### src/wbuf_defs.svh
/*
 * Sizes for the write buffer. WBUF_NENTRIES must be a power of two,
 * and a line holds 2**(WBUF_LINE_OFF - WBUF_WORD_OFF) words
 */
`ifndef WBUF_DEFS_SVH
`define WBUF_DEFS_SVH

// Byte address width
`define WBUF_ADDR_W 32

// One buffered word per entry
`define WBUF_DATA_W 64

// Entry count, also the depth of the send FIFO
`define WBUF_NENTRIES 4

// Age counter and threshold width
`define WBUF_CNT_W 4

// Byte offset bits within a word
`define WBUF_WORD_OFF 3

// Byte offset bits within a cache line
`define WBUF_LINE_OFF 5

`endif

### src/wbuf_pkg.sv
/*
 * Shared types of the write buffer, sized by the macros in wbuf_defs.svh
 */
`include "wbuf_defs.svh"

package wbuf_pkg;

    // Life cycle of one buffer entry
    typedef enum logic [1:0] {
        WBUF_FREE = 2'b00,
        WBUF_OPEN = 2'b01,
        WBUF_PEND = 2'b10,
        WBUF_SENT = 2'b11
    } wbuf_state_e;

    // Word address, byte offset removed
    typedef logic [`WBUF_ADDR_W-`WBUF_WORD_OFF-1:0] wbuf_tag_t;

    // Entry index, doubles as the memory transaction id
    typedef logic [$clog2(`WBUF_NENTRIES)-1:0] wbuf_idx_t;

    typedef logic [`WBUF_DATA_W-1:0] wbuf_data_t;

    // One enable per data byte
    typedef logic [`WBUF_DATA_W/8-1:0] wbuf_be_t;

    // Age counter and timeout threshold
    typedef logic [`WBUF_CNT_W-1:0] wbuf_cnt_t;

endpackage

### src/wbuf_if.sv
/*
 * Internal links of the write buffer. Commands on wbuf_wr_if are taken
 * on the edge they are valid, with no handshake
 */
`timescale 1ns/1ps
`include "wbuf_defs.svh"

interface wbuf_wr_if;
    logic                                          wr_valid;
    logic                                          wr_alloc;
    wbuf_pkg::wbuf_idx_t                           wr_idx;
    wbuf_pkg::wbuf_tag_t                           wr_tag;
    wbuf_pkg::wbuf_data_t                          wr_data;
    wbuf_pkg::wbuf_be_t                            wr_be;
    logic                [`WBUF_NENTRIES-1:0]      flush_vec;
    wbuf_pkg::wbuf_state_e [`WBUF_NENTRIES-1:0]    state_vec;
    wbuf_pkg::wbuf_tag_t   [`WBUF_NENTRIES-1:0]    tag_vec;

    modport ctrl (
        output wr_valid, wr_alloc, wr_idx, wr_tag, wr_data, wr_be, flush_vec,
        input  state_vec, tag_vec
    );

    modport dir (
        input  wr_valid, wr_alloc, wr_idx, wr_tag, wr_data, wr_be, flush_vec,
        output state_vec, tag_vec
    );
endinterface

interface wbuf_send_if;
    logic [`WBUF_NENTRIES-1:0] pend_vec;
    logic                      take_valid;
    wbuf_pkg::wbuf_idx_t       take_idx;
    wbuf_pkg::wbuf_idx_t       rd_idx;
    wbuf_pkg::wbuf_tag_t       rd_tag;
    wbuf_pkg::wbuf_data_t      rd_data;
    wbuf_pkg::wbuf_be_t        rd_be;
    logic                      ack_valid;
    wbuf_pkg::wbuf_idx_t       ack_idx;

    modport dir (
        output pend_vec, rd_tag, rd_data, rd_be, ack_valid, ack_idx,
        input  take_valid, take_idx, rd_idx
    );

    modport send (
        input  pend_vec, rd_tag, rd_data, rd_be,
        output take_valid, take_idx, rd_idx
    );
endinterface

### src/wbuf_write_ctrl.sv
/*
 * Write admission. A tag that matches a SENT entry stalls until the
 * acknowledge; allocation always takes the lowest free entry
 */
`timescale 1ns/1ps
`include "wbuf_defs.svh"

module wbuf_write_ctrl (
    input  logic                 clk_i,
    input  logic                 rst_ni,
    input  logic                 write_valid_i,
    output logic                 write_ready_o,
    input  logic [`WBUF_ADDR_W-1:0] write_addr_i,
    input  wbuf_pkg::wbuf_data_t write_data_i,
    input  wbuf_pkg::wbuf_be_t   write_be_i,
    input  logic [`WBUF_ADDR_W-1:0] read_addr_i,
    input  logic                 read_flush_i,
    output logic                 read_hit_o,
    wbuf_wr_if.ctrl              wr
);

    wbuf_pkg::wbuf_tag_t       write_tag;
    logic [`WBUF_NENTRIES-1:0] used_vec;
    logic [`WBUF_NENTRIES-1:0] tag_match;
    logic [`WBUF_NENTRIES-1:0] line_match;
    logic                      hit_merge;
    logic                      hit_sent;
    logic                      free_any;
    wbuf_pkg::wbuf_idx_t       hit_idx;
    wbuf_pkg::wbuf_idx_t       free_idx;

    assign write_tag = write_addr_i[`WBUF_ADDR_W-1:`WBUF_WORD_OFF];

    always_comb begin
        hit_merge = 1'b0;
        hit_sent  = 1'b0;
        free_any  = 1'b0;
        hit_idx   = '0;
        free_idx  = '0;
        for (int i = `WBUF_NENTRIES - 1; i >= 0; i--) begin
            used_vec[i]   = (wr.state_vec[i] != wbuf_pkg::WBUF_FREE);
            tag_match[i]  = used_vec[i] && (wr.tag_vec[i] == write_tag);
            // Compare the line part of the stored word tag
            line_match[i] = used_vec[i] &&
                (wr.tag_vec[i][`WBUF_ADDR_W-`WBUF_WORD_OFF-1:`WBUF_LINE_OFF-`WBUF_WORD_OFF]
                 == read_addr_i[`WBUF_ADDR_W-1:`WBUF_LINE_OFF]);
            if (tag_match[i]) begin
                if (wr.state_vec[i] == wbuf_pkg::WBUF_SENT) begin
                    hit_sent = 1'b1;
                end else begin
                    hit_merge = 1'b1;
                    hit_idx   = wbuf_pkg::wbuf_idx_t'(i);
                end
            end
            // Downward scan, so the lowest free index wins
            if (!used_vec[i]) begin
                free_any = 1'b1;
                free_idx = wbuf_pkg::wbuf_idx_t'(i);
            end
        end
    end

    assign write_ready_o = hit_merge || (!hit_sent && free_any);
    assign read_hit_o    = |line_match;

    // Command to the directory
    assign wr.wr_valid = write_valid_i && write_ready_o;
    assign wr.wr_alloc = !hit_merge;
    assign wr.wr_idx   = hit_merge ? hit_idx : free_idx;
    assign wr.wr_tag   = write_tag;
    assign wr.wr_data  = write_data_i;
    assign wr.wr_be    = write_be_i;

    always_comb begin
        for (int i = 0; i < `WBUF_NENTRIES; i++) begin
            wr.flush_vec[i] = read_flush_i && line_match[i] &&
                              (wr.state_vec[i] == wbuf_pkg::WBUF_OPEN);
        end
    end

    // Merging and stalling keep every used tag unique
    unique_tag_a: assert property (@(posedge clk_i) disable iff (!rst_ni)
        $countones(tag_match) <= 1)
        else $error("write tag found in more than one entry");

endmodule

### src/wbuf_dir.sv
/*
 * Entry directory. OPEN entries age by one per cycle and turn PEND after
 * cfg_threshold_i cycles; merges never restart the age counter
 */
`timescale 1ns/1ps
`include "wbuf_defs.svh"

module wbuf_dir (
    input  logic                 clk_i,
    input  logic                 rst_ni,
    input  logic                 flush_all_i,
    input  wbuf_pkg::wbuf_cnt_t  cfg_threshold_i,
    input  logic                 mem_resp_valid_i,
    input  wbuf_pkg::wbuf_idx_t  mem_resp_id_i,
    output logic                 empty_o,
    output logic                 full_o,
    wbuf_wr_if.dir               wr,
    wbuf_send_if.dir             snd
);

    wbuf_pkg::wbuf_state_e [`WBUF_NENTRIES-1:0] state_q, state_d;
    wbuf_pkg::wbuf_cnt_t   [`WBUF_NENTRIES-1:0] cnt_q, cnt_d;
    wbuf_pkg::wbuf_tag_t   [`WBUF_NENTRIES-1:0] tag_q, tag_d;
    wbuf_pkg::wbuf_data_t  [`WBUF_NENTRIES-1:0] data_q;
    wbuf_pkg::wbuf_be_t    [`WBUF_NENTRIES-1:0] be_q;

    wbuf_pkg::wbuf_cnt_t thr_last;
    logic                direct_pend;

    // Last counter value before timeout
    assign thr_last    = cfg_threshold_i - 1'b1;
    assign direct_pend = flush_all_i || (cfg_threshold_i == '0);

    assign snd.ack_valid = mem_resp_valid_i;
    assign snd.ack_idx   = mem_resp_id_i;

    always_comb begin
        state_d = state_q;
        cnt_d   = cnt_q;
        tag_d   = tag_q;
        for (int i = 0; i < `WBUF_NENTRIES; i++) begin
            case (state_q[i])
                wbuf_pkg::WBUF_FREE: begin
                    if (wr.wr_valid && wr.wr_alloc && (wr.wr_idx == i)) begin
                        state_d[i] = direct_pend ? wbuf_pkg::WBUF_PEND : wbuf_pkg::WBUF_OPEN;
                        cnt_d[i]   = '0;
                        tag_d[i]   = wr.wr_tag;
                    end
                end
                wbuf_pkg::WBUF_OPEN: begin
                    cnt_d[i] = cnt_q[i] + 1'b1;
                    if (direct_pend || wr.flush_vec[i] || (cnt_q[i] == thr_last)) begin
                        state_d[i] = wbuf_pkg::WBUF_PEND;
                    end
                end
                wbuf_pkg::WBUF_PEND: begin
                    if (snd.take_valid && (snd.take_idx == i)) begin
                        state_d[i] = wbuf_pkg::WBUF_SENT;
                    end
                end
                default: begin
                    if (snd.ack_valid && (snd.ack_idx == i)) begin
                        state_d[i] = wbuf_pkg::WBUF_FREE;
                    end
                end
            endcase
        end
    end

    always_ff @(posedge clk_i or negedge rst_ni) begin
        if (!rst_ni) begin
            state_q <= {`WBUF_NENTRIES{wbuf_pkg::WBUF_FREE}};
            cnt_q   <= '0;
            tag_q   <= '0;
        end else begin
            state_q <= state_d;
            cnt_q   <= cnt_d;
            tag_q   <= tag_d;
        end
    end

    // Byte merge; a fresh allocation overwrites the whole word
    always_ff @(posedge clk_i) begin
        if (wr.wr_valid) begin
            for (int b = 0; b < `WBUF_DATA_W / 8; b++) begin
                if (wr.wr_alloc || wr.wr_be[b]) begin
                    data_q[wr.wr_idx][8*b +: 8] <= wr.wr_data[8*b +: 8];
                end
            end
            be_q[wr.wr_idx] <= wr.wr_alloc ? wr.wr_be : (be_q[wr.wr_idx] | wr.wr_be);
        end
    end

    always_comb begin
        empty_o = 1'b1;
        full_o  = 1'b1;
        for (int i = 0; i < `WBUF_NENTRIES; i++) begin
            wr.state_vec[i] = state_q[i];
            wr.tag_vec[i]   = tag_q[i];
            snd.pend_vec[i] = (state_q[i] == wbuf_pkg::WBUF_PEND);
            if (state_q[i] == wbuf_pkg::WBUF_FREE) begin
                full_o = 1'b0;
            end else begin
                empty_o = 1'b0;
            end
        end
    end

    // Head of the send FIFO reads the entry it names
    assign snd.rd_tag  = tag_q[snd.rd_idx];
    assign snd.rd_data = data_q[snd.rd_idx];
    assign snd.rd_be   = be_q[snd.rd_idx];

    ack_sent_a: assert property (@(posedge clk_i) disable iff (!rst_ni)
        snd.ack_valid |-> (state_q[snd.ack_idx] == wbuf_pkg::WBUF_SENT))
        else $error("acknowledge names an entry that is not SENT");

    take_pend_a: assert property (@(posedge clk_i) disable iff (!rst_ni)
        snd.take_valid |-> (state_q[snd.take_idx] == wbuf_pkg::WBUF_PEND))
        else $error("send side took an entry that is not PEND");

endmodule

### src/wbuf_send.sv
/*
 * Send side. Round-robin pick of PEND entries into an index FIFO of
 * WBUF_NENTRIES slots; the request shows one cycle after the take at the earliest
 */
`timescale 1ns/1ps
`include "wbuf_defs.svh"

module wbuf_send (
    input  logic                     clk_i,
    input  logic                     rst_ni,
    input  logic                     mem_req_ready_i,
    output logic                     mem_req_valid_o,
    output logic [`WBUF_ADDR_W-1:0]  mem_req_addr_o,
    output wbuf_pkg::wbuf_data_t     mem_req_data_o,
    output wbuf_pkg::wbuf_be_t       mem_req_be_o,
    output wbuf_pkg::wbuf_idx_t      mem_req_id_o,
    wbuf_send_if.send                snd
);

    wbuf_pkg::wbuf_idx_t                      rr_q;
    wbuf_pkg::wbuf_idx_t                      pick;
    wbuf_pkg::wbuf_idx_t [`WBUF_NENTRIES-1:0] fifo_q;
    wbuf_pkg::wbuf_idx_t                      wptr_q;
    wbuf_pkg::wbuf_idx_t                      rptr_q;
    logic [$clog2(`WBUF_NENTRIES):0]          count_q;
    logic                                     fifo_full;
    logic                                     push;
    logic                                     pop;

    // Search starts at the entry after the last one taken
    always_comb begin
        wbuf_pkg::wbuf_idx_t cand;
        logic                found;
        pick  = rr_q;
        found = 1'b0;
        for (int k = 0; k < `WBUF_NENTRIES; k++) begin
            cand = rr_q + wbuf_pkg::wbuf_idx_t'(k);
            if (!found && snd.pend_vec[cand]) begin
                pick  = cand;
                found = 1'b1;
            end
        end
    end

    assign fifo_full      = (count_q == `WBUF_NENTRIES);
    assign push           = (|snd.pend_vec) && !fifo_full;
    assign pop            = mem_req_valid_o && mem_req_ready_i;
    assign snd.take_valid = push;
    assign snd.take_idx   = pick;

    always_ff @(posedge clk_i or negedge rst_ni) begin
        if (!rst_ni) begin
            rr_q    <= '0;
            wptr_q  <= '0;
            rptr_q  <= '0;
            count_q <= '0;
        end else begin
            if (push) begin
                rr_q   <= pick + 1'b1;
                wptr_q <= wptr_q + 1'b1;
            end
            if (pop) begin
                rptr_q <= rptr_q + 1'b1;
            end
            case ({push, pop})
                2'b10:   count_q <= count_q + 1'b1;
                2'b01:   count_q <= count_q - 1'b1;
                default: count_q <= count_q;
            endcase
        end
    end

    always_ff @(posedge clk_i) begin
        if (push) begin
            fifo_q[wptr_q] <= pick;
        end
    end

    // Payload comes from the entry named at the head
    assign snd.rd_idx      = fifo_q[rptr_q];
    assign mem_req_valid_o = (count_q != '0);
    assign mem_req_addr_o  = {snd.rd_tag, {`WBUF_WORD_OFF{1'b0}}};
    assign mem_req_data_o  = snd.rd_data;
    assign mem_req_be_o    = snd.rd_be;
    assign mem_req_id_o    = snd.rd_idx;

    // Queued indices are all SENT so a full FIFO leaves no PEND entry
    no_overflow_a: assert property (@(posedge clk_i) disable iff (!rst_ni)
        (|snd.pend_vec) |-> !fifo_full)
        else $error("PEND entry waits while the send FIFO is full");

endmodule

### src/wbuf_top.sv
/*
 * Coalescing write buffer between a cache and memory. Acknowledges are
 * always accepted and must name a SENT entry by its request id
 */
`timescale 1ns/1ps
`include "wbuf_defs.svh"

module wbuf_top (
    input  logic                     clk_i,
    input  logic                     rst_ni,
    input  logic                     flush_all_i,
    input  wbuf_pkg::wbuf_cnt_t      cfg_threshold_i,
    output logic                     empty_o,
    output logic                     full_o,
    // Write channel from the cache
    input  logic                     write_valid_i,
    output logic                     write_ready_o,
    input  logic [`WBUF_ADDR_W-1:0]  write_addr_i,
    input  wbuf_pkg::wbuf_data_t     write_data_i,
    input  wbuf_pkg::wbuf_be_t       write_be_i,
    // Read lookup
    input  logic [`WBUF_ADDR_W-1:0]  read_addr_i,
    input  logic                     read_flush_i,
    output logic                     read_hit_o,
    // Memory request and acknowledge
    output logic                     mem_req_valid_o,
    input  logic                     mem_req_ready_i,
    output logic [`WBUF_ADDR_W-1:0]  mem_req_addr_o,
    output wbuf_pkg::wbuf_data_t     mem_req_data_o,
    output wbuf_pkg::wbuf_be_t       mem_req_be_o,
    output wbuf_pkg::wbuf_idx_t      mem_req_id_o,
    input  logic                     mem_resp_valid_i,
    input  wbuf_pkg::wbuf_idx_t      mem_resp_id_i
);

    wbuf_wr_if   wr_if ();
    wbuf_send_if snd_if ();

    wbuf_write_ctrl wbuf_write_ctrl_i (
        .clk_i         (clk_i),
        .rst_ni        (rst_ni),
        .write_valid_i (write_valid_i),
        .write_ready_o (write_ready_o),
        .write_addr_i  (write_addr_i),
        .write_data_i  (write_data_i),
        .write_be_i    (write_be_i),
        .read_addr_i   (read_addr_i),
        .read_flush_i  (read_flush_i),
        .read_hit_o    (read_hit_o),
        .wr            (wr_if.ctrl)
    );

    wbuf_dir wbuf_dir_i (
        .clk_i            (clk_i),
        .rst_ni           (rst_ni),
        .flush_all_i      (flush_all_i),
        .cfg_threshold_i  (cfg_threshold_i),
        .mem_resp_valid_i (mem_resp_valid_i),
        .mem_resp_id_i    (mem_resp_id_i),
        .empty_o          (empty_o),
        .full_o           (full_o),
        .wr               (wr_if.dir),
        .snd              (snd_if.dir)
    );

    wbuf_send wbuf_send_i (
        .clk_i           (clk_i),
        .rst_ni          (rst_ni),
        .mem_req_ready_i (mem_req_ready_i),
        .mem_req_valid_o (mem_req_valid_o),
        .mem_req_addr_o  (mem_req_addr_o),
        .mem_req_data_o  (mem_req_data_o),
        .mem_req_be_o    (mem_req_be_o),
        .mem_req_id_o    (mem_req_id_o),
        .snd             (snd_if.send)
    );

endmodule

### config.mk
export PLATFORM = sky130hd
export DESIGN_NAME = wbuf_top
export DESIGN_NICKNAME = d
export VERILOG_FILES = /design/src/wbuf_pkg.sv /design/src/wbuf_if.sv /design/src/wbuf_write_ctrl.sv /design/src/wbuf_dir.sv /design/src/wbuf_send.sv /design/src/wbuf_top.sv
export VERILOG_INCLUDE_DIRS = /design/src
export SDC_FILE = /design/constraint.sdc
export NUM_CORES = 1
export LEC_CHECK = 0
export BUFFER_PORTS_ARGS = -buffer_cell sky130_fd_sc_hd__buf_2
export CORE_MARGIN = 1.5
export CORE_UTILIZATION = 29
export CTS_CLUSTER_SIZE = 24
export DETAILED_ROUTE_END_ITERATION = 7
export MAX_ROUTING_LAYER = met4
export PLACE_DENSITY = 0.54
export SETUP_SLACK_MARGIN = 0.4
export SLEW_MARGIN = 20
export SYNTH_ARGS = -nofsm -noshare
export SYNTH_HDL_FRONTEND = slang
export SYNTH_SLANG_ARGS = --single-unit
### constraint.sdc
create_clock -name clk_i -period 4.5 [get_ports clk_i]
set_input_delay 0.9 -clock clk_i [delete_from_list [all_inputs] [get_ports clk_i]]
set_output_delay 0.9 -clock clk_i [all_outputs]
set_load 0.02 [all_outputs]
==> flow_summary_export.csv, run 1 <==
group,metric,value,unit
outcome,status,"complete, no violations",
drt,vias,13982,
layout,syn_to_final_growth,22.50,%
synth,synth_area_leaders,"edfxtp_1 (40%), dfrtp_1 (17%), mux4_2 (10%)",
drt,first_pass_iters,5,
hold_path,hold_class,"in -> async",
placement,hpwl,48270,um
synth,synth_compound_area_frac,0.03313,
placement,pre_cts_slack,0.02640,ns
synth,synth_top_cell_by_area,"edfxtp_1",
power,pwr_density_cell,894.9,nW/um^2
sta,postLayoutSetupSlackWorst,0.4509,ns
grt,grt_use_total,0.1771,
die,fp.dieH,279.5,um
layout,layout.nets,1996,
die,die_x,279.5,um
sta,max_freq,0.2470,GHz
setup_path,critPathMostFrequentCell,"nor4_1",
sta,slew_violations,0,
setup_path,critPathMaxFanout,9,
power,peakVddDrop,0.0004089,V
setup_path,path_class,"reg -> out",
die,start_util,0.2924,
layout,drive_above_1_share,0.3696,
grt,grt_pass1_wl,98450,um
grt,use_met2,0.2939,
synth,synth_mux_area_frac,0.1732,
synth,yosysUniqueCellTypes,74,
synth,mappedNetlistArea,22170,sq um
die,io_pins,260,
setup_path,cp_slowest_cell,"nor4_1",
synth,netlist_instances,1499,
placement,place_inst,2735,
drt,drc,0,
synth,yosys.area_share.simple,0.07512,
synth,synth_common_cells,"edfxtp_1 (296), dfrtp_1 (149), xnor2_1 (135)",
drt,wire_per_inst,23.64,um
sta,post-route-period-util,0.8998,
power,p_leak,10.24,nW
layout,layoutNonFillerInstCount,2846,
placement,port_buffers,248,
grt,grt-ovfl-total,0,
die,core,75820,sq um
clock_network,clock-sinks,445,
grt,grt_pass1_vias,14686,
die,rows,101,
synth,synth_top_family_by_area,"multiplexers",
setup_path,r2r_cells,10,
setup_path,max_stage_delay,0.53,ns
setup_path,required,3.60,ns
drt,ant_nets,0,
synth,yosys_warnings,0,
setup_path,worst_setup_path_end_kind,"primary output",
grt,grt_max_degree,77,
grt,antenna_found_initial,14,
sta,setup_viol,0,
synth,synth_flop_cell,"edfxtp_1",
clock_network,cts_tree,"done",
synth,synthArstFlopShare,0.3348,
synth,synth_seq_cells,445,
run,cap_viol_max_count,0,
setup_path,r2r_end,"wbuf_dir_i.wr.tag_vec[81]$_DFFE_PN0P_",
placement,globalplace.congestion,0.9121,
drt,wl,67290,um
clock_network,cts_root_buffer,"clkbuf_16",
grt,grt_busiest_layer,"met2",
synth,synth_top_cell_area_share,0.4009,
clock_network,clk_path_buf_depth,3,
sta,fin_tns_setup,0,ns
synth,synth_fa_ha_area_frac,0.01896,
setup_path,crit_chain,"inv_1 > ha_1 > nor4_1 > nand4_1 > nor4_1 > buf_4 > or4_1 > buf_2",
clock_network,htree_num_levels,2,
sta,finClkSkew,0.03069,ns
drt,drtIter0Drc,919,
clock_network,clk_pin_slew,0.06,ns
synth,syn-mean-instance-area,14.79,sq um
synth,synth-seq-area-share,0.5691,
sta,grt_setup_unrepaired,"true",
drt,avgViaCountPerCell,4.913,
clock_network,clk_latency,0.62,ns
die,die_area,78110,sq um
setup_path,regToRegSetupSlack,0.62,ns
setup_path,r2r-start,"wbuf_dir_i.wr.state_vec[0]$_DFFE_PN0P_",
synth,synth_xor_area_frac,0.09679,
setup_path,critPathLaunchType,"register",
sta,worst_pin_slew,0.9566,ns
sta,fin_crit,4.049,ns
sta,hold_viol_final,0,
sta,slew_headroom,0.3606,
grt,gr-usage-met1,0.2119,
clock_network,cts_inserted_buffers,51,
grt,gr-usage-met3,0.04912,
synth,yosysMostFrequentCell,"edfxtp_1",
setup_path,arrival,3.15,ns
synth,synth_edf_count,296,
[worst max-delay path: cells and delay by family, from the launching register on]
| family | cells | cell delay, ns |
|---|---|---|
| buffers and inverters | 3 | 0.52 |
| AND/OR/NAND/NOR | 4 | 1.19 |
| flip-flops | 1 | 0.42 |
| adder cells (fa/ha/maj) | 1 | 0.41 |
[cell usage in the layout, fill, tap and decap left out, drive strengths merged, types with 19 or more instances in the layout]
master and count:
xnor2 135, a21oi 21, xor2 110, and2 37
nor4 55, edfxtp 296, buf 356, mux2 118
mux2i 19, inv 50, nand2 39, mux4 105
ha 32, nor2 36, o21ai 21, nand4 42
clkbuf 67, nor3 20, dfrtp 149
[report_power, final]
group | switching (mW) | leakage [nW] | internal, mW | total (mW)
registers | 1.21 | 4.51 | 6.01 | 7.22
logic | 7.31 | 4.87 | 5.38 | 12.7
clock network | 1.76 | 0.863 | 2.64 | 4.40
total | 10.3 | 10.2 | 14.0 | 24.3
[per-stage QoR]
stage          power (mW)  hold slack (ns)  area [sq um]  utilization
6_report            24.30           0.3553         27160       0.3582
4_1_cts             24.63           0.3606         27060       0.3569
5_1_grt             25.64           0.4019         27160       0.3582
2_1_floorplan       15.15           0.4541         22180            -
3_3_place_gp        19.70           0.4709         25140       0.3315
3_5_place_dp        19.93           0.4806         25190       0.3322
[per-layer routing]
metal,vias up,share of wire
met5,-,0
met4,0,0.024
met3,82,0.075
met2,429,0.50
met1,7158,0.40
li1,6313,-
[state kept, by name, summed over array words and instances, names as in the netlist]
register                 count
wbuf_dir_i.data_q          256
wbuf_dir_i.be_q             32
wbuf_send_i.count_q          3
wbuf_send_i.rr_q             2
wbuf_dir_i.cnt_q            16
wbuf_send_i.fifo_q           8
wbuf_send_i.wptr_q           2
wbuf_send_i.rptr_q           2
wbuf_dir_i.wr.state_vec      8
wbuf_dir_i.wr.tag_vec      116
[how the worst max path moves through the flow]
stage | depth (start not counted) | startpoint | to
3_5_place_dp | 11 | write_addr_i[14] | wbuf_dir_i.data_q[149]$_DFFE_PP_
6_report | 8 | wbuf_dir_i.wr.state_vec[0]$_DFFE_PN0P_ | read_hit_o
4_1_cts | 9 | wbuf_dir_i.wr.state_vec[4]$_DFFE_PN0P_ | read_hit_o
3_3_place_gp | 11 | write_addr_i[14] | wbuf_dir_i.data_q[164]$_DFFE_PP_
2_1_floorplan | 10 | write_addr_i[3] | wbuf_dir_i.data_q[128]$_DFFE_PP_
5_1_grt | 10 | wbuf_dir_i.wr.state_vec[5]$_DFFE_PN0P_ | write_ready_o
[logic make-up after synthesis]
logic type               count (synthesis)
AO/OA/AOI/OAI                          105
XOR/XNOR                               245
adder cells (fa/ha/maj)                 33
buffers and inverters                  146
flip-flops                             445
multiplexers                           240
other                                    1
AND/OR/NAND/NOR                        284
[cell type report]
| type | count | area (sq um) |
|---|---|---|
| Fill cell | 7321 | 48670 |
| Sequential cell | 445 | 12620 |
| Multi-Input combinational cell | 912 | 9090 |
| Timing Repair Buffer | 356 | 2221 |
| Clock buffer | 67 | 1376 |
| Tap cell | 978 | 1224 |
| Clock inverter | 28 | 417.9 |
| Inverter | 48 | 180.2 |
| Antenna cell | 12 | 30.03 |
[timing repair]
item,4_1_cts,5_1_grt
cloned,2,0
hold buffers,0,0
setup buffers,2,0
gates resized for setup,4,4
endpoints found under the setup margin,12,2
Power figures use the tool's default switching activity.
==> run 2: changes to the inputs <==
--- a/config.mk
+++ b/config.mk
@@ -9,6 +9,7 @@
 export BUFFER_PORTS_ARGS = -buffer_cell sky130_fd_sc_hd__buf_2
 export CORE_MARGIN = 1.5
 export CORE_UTILIZATION = 29
+export CTS_BUF_LIST = sky130_fd_sc_hd__clkbuf_4 sky130_fd_sc_hd__clkbuf_8
 export CTS_CLUSTER_SIZE = 24
 export DETAILED_ROUTE_END_ITERATION = 7
 export MAX_ROUTING_LAYER = met4
==> run 2 against run 1 <==
Compared with the run above: first-iteration DRC count shrank 14%; register-to-register slack is essentially flat; total power shrank 0.81%; wire length grew 0.92%; global-route usage grew 0.17 points; via count grew 1.6%; combinational power is essentially flat; design area is essentially flat; clock skew grew 0.017 ns; highest routed layer unchanged; sequential power is essentially flat.
==> flow_summary_export.csv, run 2 (synthesis gave the netlist of run 1 again) <==
group,metric,value,unit
clock_network,postCtsHoldBufs,0,
setup_path,critPathMaxFanout,9,
die,start_util,0.2924,
setup_path,arrival,3.07,ns
drt,wire_per_inst,23.39,um
clock_network,clk_latency,0.69,ns
drt,avgViaCountPerCell,4.894,
sta,max_freq,0.2519,GHz
layout,num-fill-cells,7354,
sta,setup_viol,0,
drt,wl_met2,33270,um
placement,pre_cts_slack,0.02640,ns
clock_network,htree_num_levels,3,
placement,port_buffers,248,
placement,globalplace.congestion,0.9121,
layout,multiInputGateArea,9109,sq um
clock_network,cts_tree,"done",
sta,grt_setup_unrepaired,"true",
clock_network,clk_pin_slew,0.06,ns
layout,syn_to_final_growth,22.58,%
drt,wl_met1,27110,um
placement,hpwl,48270,um
drt,drtIter0Drc,787,
sta,fin_tns_setup,0,ns
drt,drc,0,
die,die_x,279.5,um
die,rows,101,
power,pwr_density_cell,887.2,nW/um^2
outcome,status,"complete, no violations",
layout,regArea,12620,sq um
grt,grt_use_total,0.1788,
drt,ant_nets,0,
grt,grt_max_degree,77,
layout,mostFrequentLayoutCells,"edfxtp_1 (296), buf_2 (247), dfrtp_1 (148)",
drt,top_layer_used,"met4",
run,cap_viol_max_count,0,
sta,finClkSkew,0.04724,ns
grt,antenna_found_initial,14,
setup_path,critPathLaunchType,"register",
die,core,75820,sq um
power,p_leak,10.32,nW
setup_path,worst_setup_path_end_kind,"primary output",
hold_path,hold_class,"in -> async",
layout,largest-register,"wbuf_dir_i.data_q",
sta,slew_headroom,0.3598,
sta,slew_violations,0,
clock_network,clk_path_buf_depth,3,
die,die_area,78110,sq um
sta,worst_pin_slew,0.9578,ns
grt,grt_pass1_vias,14960,
layout,layout.nets,2033,
sta,hold_viol_final,0,
die,fp.dieH,279.5,um
clock_network,cts_root_buffer,"clkbuf_8",
clock_network,cts_inserted_buffers,82,
power,peakVddDrop,0.0004792,V
sta,postLayoutSetupSlackWorst,0.5297,ns
drt,first_pass_iters,5,
sta,post-route-period-util,0.8823,
setup_path,required,3.60,ns
drt,vias,14208,
clock_network,clock-sinks,445,
layout,drive_above_1_share,0.3912,
sta,fin_crit,3.970,ns
setup_path,path_class,"reg -> out",
layout,final_common_cell,"edfxtp_1",
grt,grt-ovfl-total,0,
grt,grt_pass1_wl,99190,um
layout,largest_reg_flops,256,
drt,wl_met3,5494,um
die,io_pins,260,
drt,wl,67910,um
-- run 2: metrics by stage --
stage / instances / hold WS, ns / power [mW] / utilization / cell area (sq um)
floorplan: 1501 / 0.4541 / 15.15 / - / 22180
global placement: 2735 / 0.4709 / 19.70 / 0.3315 / 25140
detailed placement: 2735 / 0.4806 / 19.93 / 0.3322 / 25190
CTS: 2890 / 0.2725 / 24.48 / 0.3572 / 27090
global route: 2901 / 0.3222 / 25.50 / 0.3583 / 27170
finish: 2903 / 0.3008 / 24.11 / 0.3584 / 27170
-- run 2: path summary, 6_finish.rpt --
| check | end | cells after the start | slack, ns | from |
|---|---|---|---|---|
| worst max register to register | wbuf_dir_i.wr.tag_vec[82]$_DFFE_PN0P_ | 10 | 0.62 | wbuf_dir_i.wr.state_vec[0]$_DFFE_PN0P_ |
| worst max-delay path | read_hit_o | 9 | 0.53 | wbuf_dir_i.wr.state_vec[5]$_DFFE_PN0P_ |
| worst min register to register | wbuf_dir_i.cnt_q[7]$_DFFE_PN0P_ | 1 | 0.50 | wbuf_dir_i.cnt_q[7]$_DFFE_PN0P_ |
| worst min-delay path | wbuf_dir_i.cnt_q[7]$_DFFE_PN0P_ | 1 | 0.30 | rst_ni |
| max in group asynchronous | wbuf_dir_i.wr.tag_vec[109]$_DFFE_PN0P_ | 2 | 3.23 | rst_ni |
| min in group clk_i | wbuf_dir_i.data_q[45]$_DFFE_PP_ | 1 | 0.43 | write_data_i[45] |
-- run 2: metal layers --
metal | track usage | vias to the layer above
met5 | - | -
met1 | 0.2098 | 7216
li1 | - | 6401
met3 | 0.05688 | 113
met2 | 0.2905 | 478
met4 | 0.05877 | 0
-- run 2: what timing repair did --
action | 4_1_cts | 5_1_grt
gates cloned | 2 | 0
endpoints found under the setup margin | 77 | 2
gates resized for setup | 9 | 4
pin swaps | 2 | 3
setup buffers | 8 | 0
-- run 2: final cells by class --
cell class,instances,share of cell area
Clock inverter,36,0.01335
Multi-Input combinational cell,912,0.3352
Antenna cell,13,0.001197
Inverter,48,0.006630
Clock buffer,109,0.04991
Sequential cell,445,0.4644
Timing Repair Buffer,362,0.08431
Tap cell,978,0.04503
-- run 2: critical path: stages, from the launching register on --
cell	delay, ns
dfrtp_1	0.42
inv_1	0.09
ha_1	0.20
buf_4	0.20
nor4_2	0.36
nand4_1	0.33
nor4_4	0.31
buf_4	0.17
or4_1	0.14
buf_2	0.18
-- run 2: power by group --
part / leakage, nW / total [mW] / internal [mW] / switching, mW
sequential: 4.51 / 7.21 / 6.01 / 1.20
clock: 0.906 / 4.08 / 2.28 / 1.79
combinational: 4.91 / 12.8 / 5.48 / 7.33
==> run 3: changes to the inputs <==
--- a/config.mk
+++ b/config.mk
@@ -6,13 +6,14 @@
 export SDC_FILE = /design/constraint.sdc
 export NUM_CORES = 1
 export LEC_CHECK = 0
+export ABC_AREA = 0
 export BUFFER_PORTS_ARGS = -buffer_cell sky130_fd_sc_hd__buf_2
+export CAP_MARGIN = 10
 export CORE_MARGIN = 1.5
 export CORE_UTILIZATION = 29
 export CTS_BUF_LIST = sky130_fd_sc_hd__clkbuf_4 sky130_fd_sc_hd__clkbuf_8
 export CTS_CLUSTER_SIZE = 24
 export DETAILED_ROUTE_END_ITERATION = 7
-export MAX_ROUTING_LAYER = met4
 export PLACE_DENSITY = 0.54
 export SETUP_SLACK_MARGIN = 0.4
 export SLEW_MARGIN = 20
==> run 3 against run 2 <==
Compared with the run above: clock skew down 0.00061 ns; critical path depth increased by 1; clock power about the same; worst hold slack got worse by 0.0023 ns; non-clock buffer count unchanged; sequential share of layout area increased by 0.051 points; sequential power about the same; via count increased by 0.31%; count of clock-buffer cells in the layout did not move; first-iteration DRC count grew 4.8%; design area down 0.11%; critical endpoint is now write_ready_o; largest power group unchanged.
==> flow_summary_export.csv, run 3 (synthesis gave the netlist of run 1 again) <==
group,metric,value,unit
sta,post-route-period-util,0.8877,
clock_network,clk_pin_slew,0.06,ns
grt,grt_max_degree,77,
layout,final_common_cell,"edfxtp_1",
grt,grt_pass1_vias,14975,
die,fp.dieH,279.5,um
placement,globalplace.congestion,0.8966,
grt,antenna_found_initial,18,
die,io_pins,260,
outcome,status,"complete, no violations",
layout,syn_to_final_growth,22.44,%
setup_path,cp-startpoint,"wbuf_dir_i.wr.tag_vec[105]$_DFFE_PN0P_",
setup_path,required,3.60,ns
drt,ant_nets,0,
placement,port_buffers,248,
layout,drive_above_1_share,0.3912,
run,cap_viol_max_count,0,
setup_path,regToRegSetupSlack,0.64,ns
layout,fin_util,0.3580,
placement,pre_cts_slack,0.02640,ns
clock_network,cts_inserted_buffers,82,
drt,drc,0,
sta,hold_slack,0.2985,ns
setup_path,critPathLaunchType,"register",
layout,layoutNonFillerInstCount,2891,
placement,placed_cell_area,25190,sq um
placement,place_inst,2735,
sta,fin_tns_setup,0,ns
sta,slew_headroom,0.3697,
layout,mostFrequentLayoutCells,"edfxtp_1 (296), buf_2 (247), dfrtp_1 (148)",
drt,wire_per_inst,23.53,um
setup_path,arrival,3.09,ns
power,pwr_density_cell,888.7,nW/um^2
sta,finClkSkew,0.04663,ns
layout,largest_reg_flops,256,
grt,grt-ovfl-total,0,
die,core,75820,sq um
grt,grt_use_total,0.1738,
drt,first_pass_iters,5,
layout,layout.nets,2033,
setup_path,r2r_cells,10,
sta,fin_crit,3.994,ns
setup_path,crit_chain,"xnor2_1 > nand4_1 > nor4_1 > buf_4 > and3b_1 > buf_4 > nor4_4 > o21ai_1 > buf_4 > buf_2",
clock_network,cts_root_buffer,"clkbuf_8",
power,totalPowerFinal,24.12,mW
clock_network,cts_tree,"done",
die,start_util,0.2924,
sta,worst_pin_slew,0.9429,ns
placement,hpwl,48270,um
setup_path,max_stage_delay,0.43,ns
hold_path,hold_class,"in -> async",
die,die_area,78110,sq um
setup_path,cp_slowest_cell,"dfrtp_1",
sta,max_freq,0.2503,GHz
die,rows,101,
die,die_x,279.5,um
setup_path,r2r-start,"wbuf_dir_i.wr.state_vec[0]$_DFFE_PN0P_",
drt,avgViaCountPerCell,4.930,
power,p_leak,10.32,nW
setup_path,critPathMaxFanout,4,
drt,wl,68020,um
setup_path,r2r_end,"wbuf_dir_i.wr.tag_vec[82]$_DFFE_PN0P_",
sta,hold_viol_final,0,
clock_network,clk_path_buf_depth,3,
sta,setup_viol,0,
clock_network,postCtsHoldBufs,0,
sta,postLayoutSetupSlackWorst,0.5055,ns
clock_network,clock-sinks,445,
setup_path,critPathMostFrequentCell,"buf_4",
drt,drtIter0Drc,825,
sta,slew_violations,0,
drt,vias,14252,
grt,grt_pass1_wl,99260,um
clock_network,htree_num_levels,3,
clock_network,clk_latency,0.69,ns
power,peakVddDrop,0.0004697,V
layout,largest-register,"wbuf_dir_i.data_q",
layout,final_area,27140,sq um
setup_path,endpoint,"write_ready_o",
setup_path,path_class,"reg -> out",
setup_path,worst_setup_path_end_kind,"primary output",
sta,grt_setup_unrepaired,"true",
[run 3: cell types whose count changed in the layout (fill, tap and decap cells not counted)]
cell / change
diode_2: -12
[run 3: layer usage]
layer,vias up,GRT usage,routed length [um]
met4,28,0.05849,2041
li1,6384,-,-
met3,139,0.05780,5308
met2,451,0.2896,33370
met5,-,0,171
met1,7250,0.2107,27130
[run 3: final cells by class]
cell class / count / area [sq um]
flip-flops and latches: 445 / 12620
clock buffers: 109 / 1356
fillers: 7364 / 48680
inverters: 48 / 180.2
multi-input cells: 912 / 9109
clock inverters: 36 / 362.8
repair buffers: 362 / 2291
diodes: 1 / 2.502
well taps: 978 / 1224
[run 3: how the worst min path moves through the flow]
stage,from,to,depth (start not counted),slack (ns)
global route,rst_ni,wbuf_dir_i.cnt_q[3]$_DFFE_PN0P_,1,0.32
detailed placement,wbuf_dir_i.cnt_q[7]$_DFFE_PN0P_,wbuf_dir_i.cnt_q[7]$_DFFE_PN0P_,1,0.48
finish,rst_ni,wbuf_dir_i.cnt_q[3]$_DFFE_PN0P_,1,0.30
global placement,wbuf_dir_i.cnt_q[7]$_DFFE_PN0P_,wbuf_dir_i.cnt_q[7]$_DFFE_PN0P_,1,0.47
CTS,rst_ni,wbuf_dir_i.cnt_q[3]$_DFFE_PN0P_,1,0.27
floorplan,wbuf_dir_i.cnt_q[7]$_DFFE_PN0P_,wbuf_dir_i.cnt_q[7]$_DFFE_PN0P_,1,0.45
[run 3: repair_timing]
item	4_1_cts	5_1_grt
resized for setup	9	4
setup endpoints to repair	77	2
pin swaps	2	3
gates cloned	2	0
buffers inserted	8	0
[run 3: worst max-delay path: cells and delay by family (launching register included)]
kind / cells / cell delay (ns)
xor+xnor: 1 / 0.42
compound gates: 1 / 0.17
simple gates: 4 / 0.73
buf+inv: 4 / 0.67
flops: 1 / 0.43
[run 3: report_power, final]
group,switching (mW),total (mW),leakage (nW),internal (mW)
Sequential,1.20,7.21,4.51,6.01
Combinational,7.34,12.8,4.91,5.48
Clock,1.80,4.09,0.906,2.28
Total,10.3,24.1,10.3,13.8
